### config.mk
export PLATFORM = sky130hd
export DESIGN_NAME = fpu_top
export DESIGN_NICKNAME = d
export VERILOG_FILES = /design/src/hw/fpu_pkg.sv /design/src/hw/delay_line.sv /design/src/hw/fp_add.sv /design/src/hw/fp_mul.sv /design/src/hw/fpu_ctrl.sv /design/src/hw/fpu_top.sv
export VERILOG_INCLUDE_DIRS = /design/src /design/src/hw
export SDC_FILE = /design/constraint.sdc
export NUM_CORES = 2
export LEC_CHECK = 0
export BUFFER_PORTS_ARGS = -buffer_cell sky130_fd_sc_hd__buf_2
export CAP_MARGIN = 20
export CORE_MARGIN = 3
export CORE_UTILIZATION = 35
export CTS_CLUSTER_DIAMETER = 150
export DETAILED_ROUTE_END_ITERATION = 7
export PLACE_DENSITY = 0.49
export SKIP_CTS_REPAIR_TIMING = 1
export SYNTH_ARGS = -nofsm -noshare
export SYNTH_HDL_FRONTEND = slang
export SYNTH_HIERARCHICAL = 1
export SYNTH_SLANG_ARGS = --single-unit
### constraint.sdc
create_clock -name clk -period 8.9 [get_ports clk]
set_input_delay 0 -clock clk [delete_from_list [all_inputs] [get_ports clk]]
set_output_delay 0 -clock clk [all_outputs]
set_load 0.05 [all_outputs]
### src/hw/fpu_defs.svh
// Word width and default pipeline depths; stage counts of 0 make a block purely combinational
`ifndef FPU_DEFS_SVH
`define FPU_DEFS_SVH

// IEEE single precision only
`define FP_WIDTH 32

// Register stages behind the multiplier core
// Zero gives a combinational path from operands to product
`define FP_MUL_STAGES 2

// Register stages behind the adder core
// Zero gives a combinational path from operands to sum
`define FP_ADD_STAGES 2

// Ack latency seen by the requester, counted from the edge that samples req
// OP_MUL   FP_MUL_STAGES + 1
// OP_ADD   FP_ADD_STAGES + 1
// OP_MAC   FP_MUL_STAGES + FP_ADD_STAGES + 1

`endif

### src/hw/fpu_pkg.sv
// Shared FPU types; opcode 2'b11 is unused and the control FSM runs it as a plain add
`include "fpu_defs.svh"

package fpu_pkg;

    // One single-precision word, sign in the top bit
    typedef logic [`FP_WIDTH-1:0] fp32_t;

    // Biased exponent field, bias 127
    typedef logic [7:0] fp_exp_t;

    // Stored fraction without the hidden bit
    typedef logic [22:0] fp_mant_t;

    typedef enum logic [1:0] {
        OP_MUL = 2'd0,
        OP_ADD = 2'd1,
        OP_MAC = 2'd2
    } fpu_op_e;

    typedef enum logic [1:0] {
        ST_IDLE = 2'd0,
        ST_MUL  = 2'd1,
        ST_ADD  = 2'd2,
        ST_DONE = 2'd3
    } fpu_state_e;

    // Job as handed over by the requester, c only used by OP_MAC
    typedef struct packed {
        fpu_op_e op;
        fp32_t   a;
        fp32_t   b;
        fp32_t   c;
    } fpu_job_t;

    // Range is set when the multiplier saturated to infinity or flushed to zero
    typedef struct packed {
        fp32_t value;
        logic  range;
    } fpu_result_t;

endpackage

### src/hw/delay_line.sv
// Fixed-latency register chain without reset; STAGES of 0 is a plain wire
`timescale 1ns/10ps

module delay_line #(
    parameter int WIDTH  = 32,
    parameter int STAGES = 1
) (
    input  logic             clk,
    input  logic [WIDTH-1:0] data_in,
    output logic [WIDTH-1:0] data_out
);

    generate
        if (STAGES == 0) begin : g_wire
            // No storage at all, output follows input in the same cycle
            assign data_out = data_in;
        end else if (STAGES == 1) begin : g_single
            always_ff @(posedge clk) begin
                data_out <= data_in;
            end
        end else begin : g_chain
            logic [WIDTH-1:0] taps [STAGES];

            // Tap 0 takes the input, each later tap takes its neighbour
            always_ff @(posedge clk) begin
                taps[0] <= data_in;
                for (int i = 1; i < STAGES; i++) begin
                    taps[i] <= taps[i-1];
                end
            end

            // Last tap is the delayed word
            assign data_out = taps[STAGES-1];
        end
    endgenerate

endmodule

### src/hw/fp_add.sv
// FP32 add with truncation and at most one left shift; exact cancellation gives +0, no NaN or infinity
`timescale 1ns/10ps
`include "fpu_defs.svh"

module fp_add #(
    parameter int STAGES = `FP_ADD_STAGES
) (
    input  logic          clk,
    input  fpu_pkg::fp32_t a,
    input  fpu_pkg::fp32_t b,
    output fpu_pkg::fp32_t sum
);

    // Operand fields
    logic             sign_a;
    logic             sign_b;
    fpu_pkg::fp_exp_t  exp_a;
    fpu_pkg::fp_exp_t  exp_b;
    fpu_pkg::fp_mant_t frac_a;
    fpu_pkg::fp_mant_t frac_b;
    logic [23:0]      sig_a;
    logic [23:0]      sig_b;
    logic             zero_a;
    logic             zero_b;

    // Alignment, hidden bit at 24 and one guard bit at 0
    fpu_pkg::fp_exp_t  exp_diff;
    fpu_pkg::fp_exp_t  big_exp;
    logic [24:0]      align_a;
    logic [24:0]      align_b;

    // Extra top bit holds the carry of a same-sign add
    logic [25:0]      mag_sum;
    logic             res_sign;
    fpu_pkg::fp_exp_t  res_exp;
    fpu_pkg::fp_mant_t res_frac;
    fpu_pkg::fp32_t    sum_next;

    assign {sign_a, exp_a, frac_a} = a;
    assign {sign_b, exp_b, frac_b} = b;

    assign sig_a = {(exp_a != 8'd0), frac_a};
    assign sig_b = {(exp_b != 8'd0), frac_b};

    assign zero_a = (exp_a == 8'd0) && (frac_a == 23'd0);
    assign zero_b = (exp_b == 8'd0) && (frac_b == 23'd0);

    always_comb begin
        exp_diff = '0;
        big_exp  = '0;
        align_a  = '0;
        align_b  = '0;
        mag_sum  = '0;
        res_sign = 1'b0;
        res_exp  = '0;
        res_frac = '0;
        sum_next = '0;

        if (zero_a) begin
            // Zero operand passes the other one bit for bit
            sum_next = b;
        end else if (zero_b) begin
            sum_next = a;
        end else begin
            // Smaller exponent gets shifted right onto the larger one
            if (exp_a >= exp_b) begin
                big_exp  = exp_a;
                exp_diff = exp_a - exp_b;
                align_a  = {sig_a, 1'b0};
                align_b  = {sig_b, 1'b0} >> exp_diff;
            end else begin
                big_exp  = exp_b;
                exp_diff = exp_b - exp_a;
                align_a  = {sig_a, 1'b0} >> exp_diff;
                align_b  = {sig_b, 1'b0};
            end

            // Sign-magnitude add or subtract, larger magnitude sets the sign
            if (sign_a == sign_b) begin
                mag_sum  = align_a + align_b;
                res_sign = sign_a;
            end else if (align_a >= align_b) begin
                mag_sum  = align_a - align_b;
                res_sign = sign_a;
            end else begin
                mag_sum  = align_b - align_a;
                res_sign = sign_b;
            end

            // Single-step normalization
            res_exp = big_exp;
            if (mag_sum[25]) begin
                // Carry out, shift right
                res_frac = mag_sum[24:2];
                res_exp  = big_exp + 8'd1;
            end else if (mag_sum[24]) begin
                res_frac = mag_sum[23:1];
            end else begin
                // One left shift, guard bit moves into the LSB
                res_frac = mag_sum[22:0];
                res_exp  = big_exp - 8'd1;
            end

            if (mag_sum == 26'd0) begin
                sum_next = '0;
            end else begin
                sum_next = {res_sign, res_exp, res_frac};
            end
        end
    end

    delay_line #(
        .WIDTH  ($bits(fpu_pkg::fp32_t)),
        .STAGES (STAGES)
    ) u_delay (
        .clk      (clk),
        .data_in  (sum_next),
        .data_out (sum)
    );

endmodule

### src/hw/fp_mul.sv
// FP32 multiply with truncation; no NaN, infinity or denormal inputs, exponent range errors saturate
`timescale 1ns/10ps
`include "fpu_defs.svh"

module fp_mul #(
    parameter int STAGES = `FP_MUL_STAGES
) (
    input  logic          clk,
    input  fpu_pkg::fp32_t a,
    input  fpu_pkg::fp32_t b,
    output fpu_pkg::fp32_t product,
    output logic          range
);

    // Operand fields
    logic             sign_a;
    logic             sign_b;
    fpu_pkg::fp_exp_t  exp_a;
    fpu_pkg::fp_exp_t  exp_b;
    fpu_pkg::fp_mant_t frac_a;
    fpu_pkg::fp_mant_t frac_b;

    // Significands with the hidden bit restored
    logic [23:0] sig_a;
    logic [23:0] sig_b;
    logic        zero_a;
    logic        zero_b;

    // Core arithmetic
    logic [47:0]        sig_prod;
    logic signed [9:0]  exp_res;
    logic               res_sign;
    fpu_pkg::fp_mant_t  res_frac;

    // Product plus range flag, before and after the delay line
    fpu_pkg::fpu_result_t mul_next;
    fpu_pkg::fpu_result_t mul_q;

    assign {sign_a, exp_a, frac_a} = a;
    assign {sign_b, exp_b, frac_b} = b;

    // Hidden bit only for a nonzero exponent
    assign sig_a = {(exp_a != 8'd0), frac_a};
    assign sig_b = {(exp_b != 8'd0), frac_b};

    assign zero_a = (exp_a == 8'd0) && (frac_a == 23'd0);
    assign zero_b = (exp_b == 8'd0) && (frac_b == 23'd0);

    always_comb begin
        // 1.x times 1.x lands in [1, 4)
        sig_prod = sig_a * sig_b;
        res_sign = sign_a ^ sign_b;

        // Signed, wide enough for 255 + 255 - 127 + 1
        exp_res = $signed({2'b00, exp_a}) + $signed({2'b00, exp_b}) - 10'sd127;

        // One-bit normalization, low bits are simply dropped
        if (sig_prod[47]) begin
            res_frac = sig_prod[46:24];
            exp_res  = exp_res + 10'sd1;
        end else begin
            res_frac = sig_prod[45:23];
        end

        mul_next = '0;
        if (zero_a || zero_b) begin
            // Any zero operand gives +0 with no range error
            mul_next = '0;
        end else if (exp_res > 10'sd254) begin
            // Too large, signed infinity
            mul_next.value = {res_sign, 8'hff, 23'd0};
            mul_next.range = 1'b1;
        end else if (exp_res < 10'sd1) begin
            // Too small, signed zero
            mul_next.value = {res_sign, 31'd0};
            mul_next.range = 1'b1;
        end else begin
            mul_next.value = {res_sign, exp_res[7:0], res_frac};
            mul_next.range = 1'b0;
        end
    end

    // Value and flag share one delay so they stay aligned
    delay_line #(
        .WIDTH  ($bits(fpu_pkg::fpu_result_t)),
        .STAGES (STAGES)
    ) u_delay (
        .clk      (clk),
        .data_in  (mul_next),
        .data_out (mul_q)
    );

    assign product = mul_q.value;
    assign range   = mul_q.range;

endmodule

### src/hw/fpu_ctrl.sv
// Four-phase req/ack job sequencer, one job in flight; datapath latencies must match the parameters
`timescale 1ns/10ps

module fpu_ctrl #(
    parameter int MUL_STAGES = 2,
    parameter int ADD_STAGES = 2
) (
    input  logic                 clk,
    input  logic                 rst,
    input  logic                 req,
    input  fpu_pkg::fpu_job_t    job,
    output logic                 ack,
    output fpu_pkg::fpu_result_t result,
    output fpu_pkg::fp32_t       mul_a,
    output fpu_pkg::fp32_t       mul_b,
    input  fpu_pkg::fp32_t       mul_out,
    input  logic                 mul_range,
    output fpu_pkg::fp32_t       add_a,
    output fpu_pkg::fp32_t       add_b,
    input  fpu_pkg::fp32_t       add_out
);

    // Counter wide enough for the deeper of the two pipelines
    localparam int MAX_STAGES = (MUL_STAGES > ADD_STAGES) ? MUL_STAGES : ADD_STAGES;
    localparam int CNT_W      = (MAX_STAGES < 1) ? 1 : $clog2(MAX_STAGES + 1);

    // Load values for each phase
    // MAC add phase is one shorter since the adder already sees the live product
    localparam logic [CNT_W-1:0] MUL_LOAD = CNT_W'(MUL_STAGES);
    localparam logic [CNT_W-1:0] ADD_LOAD = CNT_W'(ADD_STAGES);
    localparam logic [CNT_W-1:0] MAC_LOAD = CNT_W'((ADD_STAGES > 0) ? ADD_STAGES - 1 : 0);

    fpu_pkg::fpu_state_e state;
    logic [CNT_W-1:0]    cnt;
    fpu_pkg::fpu_job_t   job_q;
    fpu_pkg::fp32_t      prod_q;
    logic                rng_q;
    logic                last;
    logic                is_mac;

    assign last   = (cnt == '0);
    assign is_mac = (job_q.op == fpu_pkg::OP_MAC);
    assign ack    = (state == fpu_pkg::ST_DONE);

    // Multiplier always works on the registered a and b
    assign mul_a = job_q.a;
    assign mul_b = job_q.b;

    // MAC feeds the live product during ST_MUL, then the held copy
    always_comb begin
        if (is_mac) begin
            add_a = (state == fpu_pkg::ST_ADD) ? prod_q : mul_out;
            add_b = job_q.c;
        end else begin
            add_a = job_q.a;
            add_b = job_q.b;
        end
    end

    // Job only taken on the accepting edge
    always_ff @(posedge clk) begin
        if (state == fpu_pkg::ST_IDLE && req) begin
            job_q <= job;
        end
        if (state == fpu_pkg::ST_MUL && last) begin
            prod_q <= mul_out;
            rng_q  <= mul_range;
        end
    end

    always_ff @(posedge clk) begin
        if (rst) begin
            state  <= fpu_pkg::ST_IDLE;
            cnt    <= '0;
            result <= '0;
        end else begin
            case (state)
                fpu_pkg::ST_IDLE: begin
                    if (req) begin
                        // Unused opcode runs down the add path
                        if (job.op == fpu_pkg::OP_MUL || job.op == fpu_pkg::OP_MAC) begin
                            state <= fpu_pkg::ST_MUL;
                            cnt   <= MUL_LOAD;
                        end else begin
                            state <= fpu_pkg::ST_ADD;
                            cnt   <= ADD_LOAD;
                        end
                    end
                end
                fpu_pkg::ST_MUL: begin
                    if (!last) begin
                        cnt <= cnt - 1'b1;
                    end else if (!is_mac) begin
                        state        <= fpu_pkg::ST_DONE;
                        result.value <= mul_out;
                        result.range <= mul_range;
                    end else if (ADD_STAGES == 0) begin
                        // Combinational adder already holds the final sum
                        state        <= fpu_pkg::ST_DONE;
                        result.value <= add_out;
                        result.range <= mul_range;
                    end else begin
                        state <= fpu_pkg::ST_ADD;
                        cnt   <= MAC_LOAD;
                    end
                end
                fpu_pkg::ST_ADD: begin
                    if (!last) begin
                        cnt <= cnt - 1'b1;
                    end else begin
                        state        <= fpu_pkg::ST_DONE;
                        result.value <= add_out;
                        result.range <= is_mac ? rng_q : 1'b0;
                    end
                end
                fpu_pkg::ST_DONE: begin
                    // Hold result and ack until the requester lets go
                    if (!req) begin
                        state <= fpu_pkg::ST_IDLE;
                    end
                end
                default: begin
                    state <= fpu_pkg::ST_IDLE;
                end
            endcase
        end
    end

endmodule

### src/hw/fpu_top.sv
// FPU top level; pipeline depths come from the shared defines and must match on both sides
`timescale 1ns/10ps
`include "fpu_defs.svh"

module fpu_top (
    input  logic                 clk,
    input  logic                 rst,
    input  logic                 req,
    input  fpu_pkg::fpu_job_t    job,
    output logic                 ack,
    output fpu_pkg::fpu_result_t result
);

    // Datapath operands and results
    fpu_pkg::fp32_t mul_a;
    fpu_pkg::fp32_t mul_b;
    fpu_pkg::fp32_t mul_out;
    logic           mul_range;
    fpu_pkg::fp32_t add_a;
    fpu_pkg::fp32_t add_b;
    fpu_pkg::fp32_t add_out;

    // Sequencer counts the same stage numbers the datapath is built with
    fpu_ctrl #(
        .MUL_STAGES (`FP_MUL_STAGES),
        .ADD_STAGES (`FP_ADD_STAGES)
    ) u_ctrl (
        .clk       (clk),
        .rst       (rst),
        .req       (req),
        .job       (job),
        .ack       (ack),
        .result    (result),
        .mul_a     (mul_a),
        .mul_b     (mul_b),
        .mul_out   (mul_out),
        .mul_range (mul_range),
        .add_a     (add_a),
        .add_b     (add_b),
        .add_out   (add_out)
    );

    fp_mul #(.STAGES(`FP_MUL_STAGES)) u_mul (
        .clk     (clk),
        .a       (mul_a),
        .b       (mul_b),
        .product (mul_out),
        .range   (mul_range)
    );

    fp_add #(.STAGES(`FP_ADD_STAGES)) u_add (
        .clk (clk),
        .a   (add_a),
        .b   (add_b),
        .sum (add_out)
    );

endmodule

==> results.sh <==
export IMPL_gp_congestion=1.008
export IMPL_grt_pass1_wl_mm=227.5
export IMPL_seq_area_frac_synth_pct=17.59
export IMPL_synth_cell_types=133
export IMPL_fmaxAchievable_mhz=119.0
export IMPL_syn_area_um2=41370
export IMPL_clk_pin_slew_ps=60
export IMPL_dp_cells=6280
export IMPL_final_nets=5768
export IMPL_dr_pass1_iters=6
export IMPL_end_kind="flop"
export IMPL_numClockSinks=298
export IMPL_synth_seq_cells=298
export IMPL_cts_buffers=39
export IMPL_async_reset_ff_share_pct=0
export IMPL_pin_count=135
export IMPL_route_detailed_drc=0
export IMPL_tightestPinTransition_ps=1066
export IMPL_critPathMaxStageDelay_ps=510
export IMPL_tritoncts="done"
export IMPL_vias=34980
export IMPL_dieArea_um2=122400
export IMPL_mostFrequentLayoutCell="nand2_1"
export IMPL_cts_buffer_depth=3
export IMPL_die_x_um=349.8
export IMPL_wl_mm=150.8
export IMPL_syn_num_nets=5565
export IMPL_tns_ps=0
export IMPL_path_class="reg2reg"
export IMPL_yosysWarningCount=6
export IMPL_start_util_pct=35.46
export IMPL_cp_data_arrival_time_ps=8890
export IMPL_synthFlopType="dfxtp_1"
export IMPL_overflow=0
export IMPL_worst_hold_slack_ps=93.64
export IMPL_critPathLaunchType="flop"
export IMPL_layout_worst_path_cycle_share_pct=94.46
export IMPL_hold_class="in2reg"
export IMPL_status="complete, no violations"
export IMPL_grt_start_max_net_pins=108
export IMPL_critical_path_peak_fanout=12
export IMPL_rsz0062_at_grt="no"
export IMPL_fin_cells=6454
export IMPL_fillers=11860
export IMPL_period_minus_slack_ps=8407
export IMPL_area_growth_syn_to_layout_pct=13.11
export IMPL_core_area_um2=116700
export IMPL_hp_start="job[31]"
export IMPL_cpMostUsedCell="fa_1"
export IMPL_chipHeight_um=349.8
export IMPL_max_slew_margin_pct=28.45
export IMPL_root_buffer="clkbuf_16"
export IMPL_critPathLaunch="u_ctrl/mul_b[29]"
export IMPL_fp_row_count=125
export IMPL_port_buffers=134
export IMPL_layout_cells_most_common_list="nand2_1 (728), inv_1 (639), fa_1 (487)"
export IMPL_dp_hpwl_mm=121.8
export IMPL_maxCapViolations=0
export IMPL_dr_first_iter_drc_count=2837
export IMPL_grt_pass1_vias=35030
export IMPL_finClkSkew_ps=31.39
export IMPL_crit_slowest_cell="fa_1"
export IMPL_rr_startpoint="u_ctrl/mul_b[29]"
export IMPL_final_max_slew_viol_count=0
export IMPL_ctsHtreeMaxLevel=2
export IMPL_routed_via_density=5.420
export IMPL_setup_viol=0
export IMPL_drive_gt1_share_pct=14.85
export IMPL_wl_per_cell_um=23.36
export IMPL_antenna_found_initial=3
export IMPL_multi_input_area_um2=29510
export IMPL_postRouteAntennaNets=0
export IMPL_required_ps=9380
export IMPL_avgSynthCellArea_um2=8.813
export IMPL_synth_cells=4694
export IMPL_hold_viol=0
export IMPL_synth_edf_count=131
export IMPL_grt_use_total_pct=24.48
export IMPL_clk_latency_ps=620
export IMPL_seqCellArea_um2=7277
==> cell type report <==
class | instances | area share [%]
well taps | 1524 | 4.075
inverters | 639 | 5.126
flip-flops and latches | 298 | 15.55
clock buffers | 55 | 2.460
repair buffers | 568 | 9.351
multi-input cells | 3351 | 63.06
clock inverters | 17 | 0.3637
diodes | 2 | 0.01070
==> synth_stat cells, drive strengths merged, types with 8 or more instances <==
master	instances	area share, %
or4	8	0.16
a22oi	17	0.32
a31oi	24	0.36
a221oi	42	0.96
nand2	729	6.6
o31ai	32	0.59
o21bai	15	0.27
a22o	24	0.53
a211oi	85	2.0
dfxtp	167	8.1
nand4	24	0.40
a2111oi	31	1.0
clkbuf	199	2.1
o21a	15	0.27
xor2	19	0.42
o211ai	51	0.97
a21oi	212	2.6
or3	15	0.23
nor4	55	0.99
nor2b	27	0.41
nor2	189	1.8
ha	283	8.6
a311oi	8	0.18
xnor2	58	1.3
a21o	44	0.80
mux2	13	0.35
nand3	50	0.60
edfxtp	131	9.5
fa	487	24
nand2b	19	0.29
or2	15	0.23
mux4	22	1.2
mux2i	126	3.1
nor3	70	0.87
a211o	8	0.17
buf	207	3.5
o2111ai	8	0.17
and3	20	0.32
inv	639	5.8
and2	229	3.5
o21ai	142	1.8
o221ai	8	0.18
==> path summary, 6_finish.rpt <==
path / endpoint / slack [ps] / depth (start not counted)
setup / recovery: u_mul/u_delay/g_chain.taps[0][21] / 490 / 27
hold / removal: u_ctrl/job_q[31] / 90 / 2
setup reg to reg: u_mul/u_delay/g_chain.taps[0][21] / 490 / 27
hold reg to reg: u_mul/u_delay/g_chain.taps[0][51] / 320 / 0
==> state kept, by name, summed over array words and instances (netlist names) <==
register                    cells
u_ctrl/mul_a                   32
u_ctrl/prod_q                  32
u_ctrl/job_q                   34
u_mul/u_delay/g_chain.taps     66
u_ctrl/mul_b                   32
u_ctrl/result                  33
u_ctrl/rng_q                    1
u_add/u_delay/g_chain.taps     64
u_ctrl/cnt                      2
u_ctrl/state                    2
==> kinds of logic (layout without fill, tap and decap cells) <==
kind of cell	after synthesis	in the layout	synth area share [%]
flip-flops	298	298	17.59
multiplexers	161	161	4.610
adder cells (fa/ha/maj)	770	770	32.13
buffers and inverters	1045	1279	11.34
XOR/XNOR	80	80	1.878
AND/OR/NAND/NOR	1484	1484	17.11
AO/OA/AOI/OAI	856	856	15.35
other	0	2	0
==> metrics by stage <==
step                      area (um2)  util [%]  worst slack [ps]
after detailed placement       44420     38.07             225.7
after floorplan                41370         -             671.8
after global placement         44420     38.07             288.8
final                          46790     40.10             493.4
after CTS                      45740     39.20             192.6
after global routing           46780     40.10             36.19
==> layer usage <==
metal | track usage (%) | vias up | share of wire (%)
met5 | 0 | - | 0.0053
li1 | - | 15930 | -
met1 | 36.11 | 17550 | 47
met4 | 7.251 | 2 | 3.0
met3 | 3.150 | 173 | 6.8
met2 | 37.27 | 1325 | 43
==> worst max-delay path: cells and delay by family (launching register included) <==
family	cells	cell delay, ps
simple gates	6	2180
compound gates	7	1470
flops	1	430
buf+inv	6	570
fa+ha+maj	8	3610
Power is not shown: default switching activity piles up to over one toggle a cycle in this logic, so the estimate is an artifact.
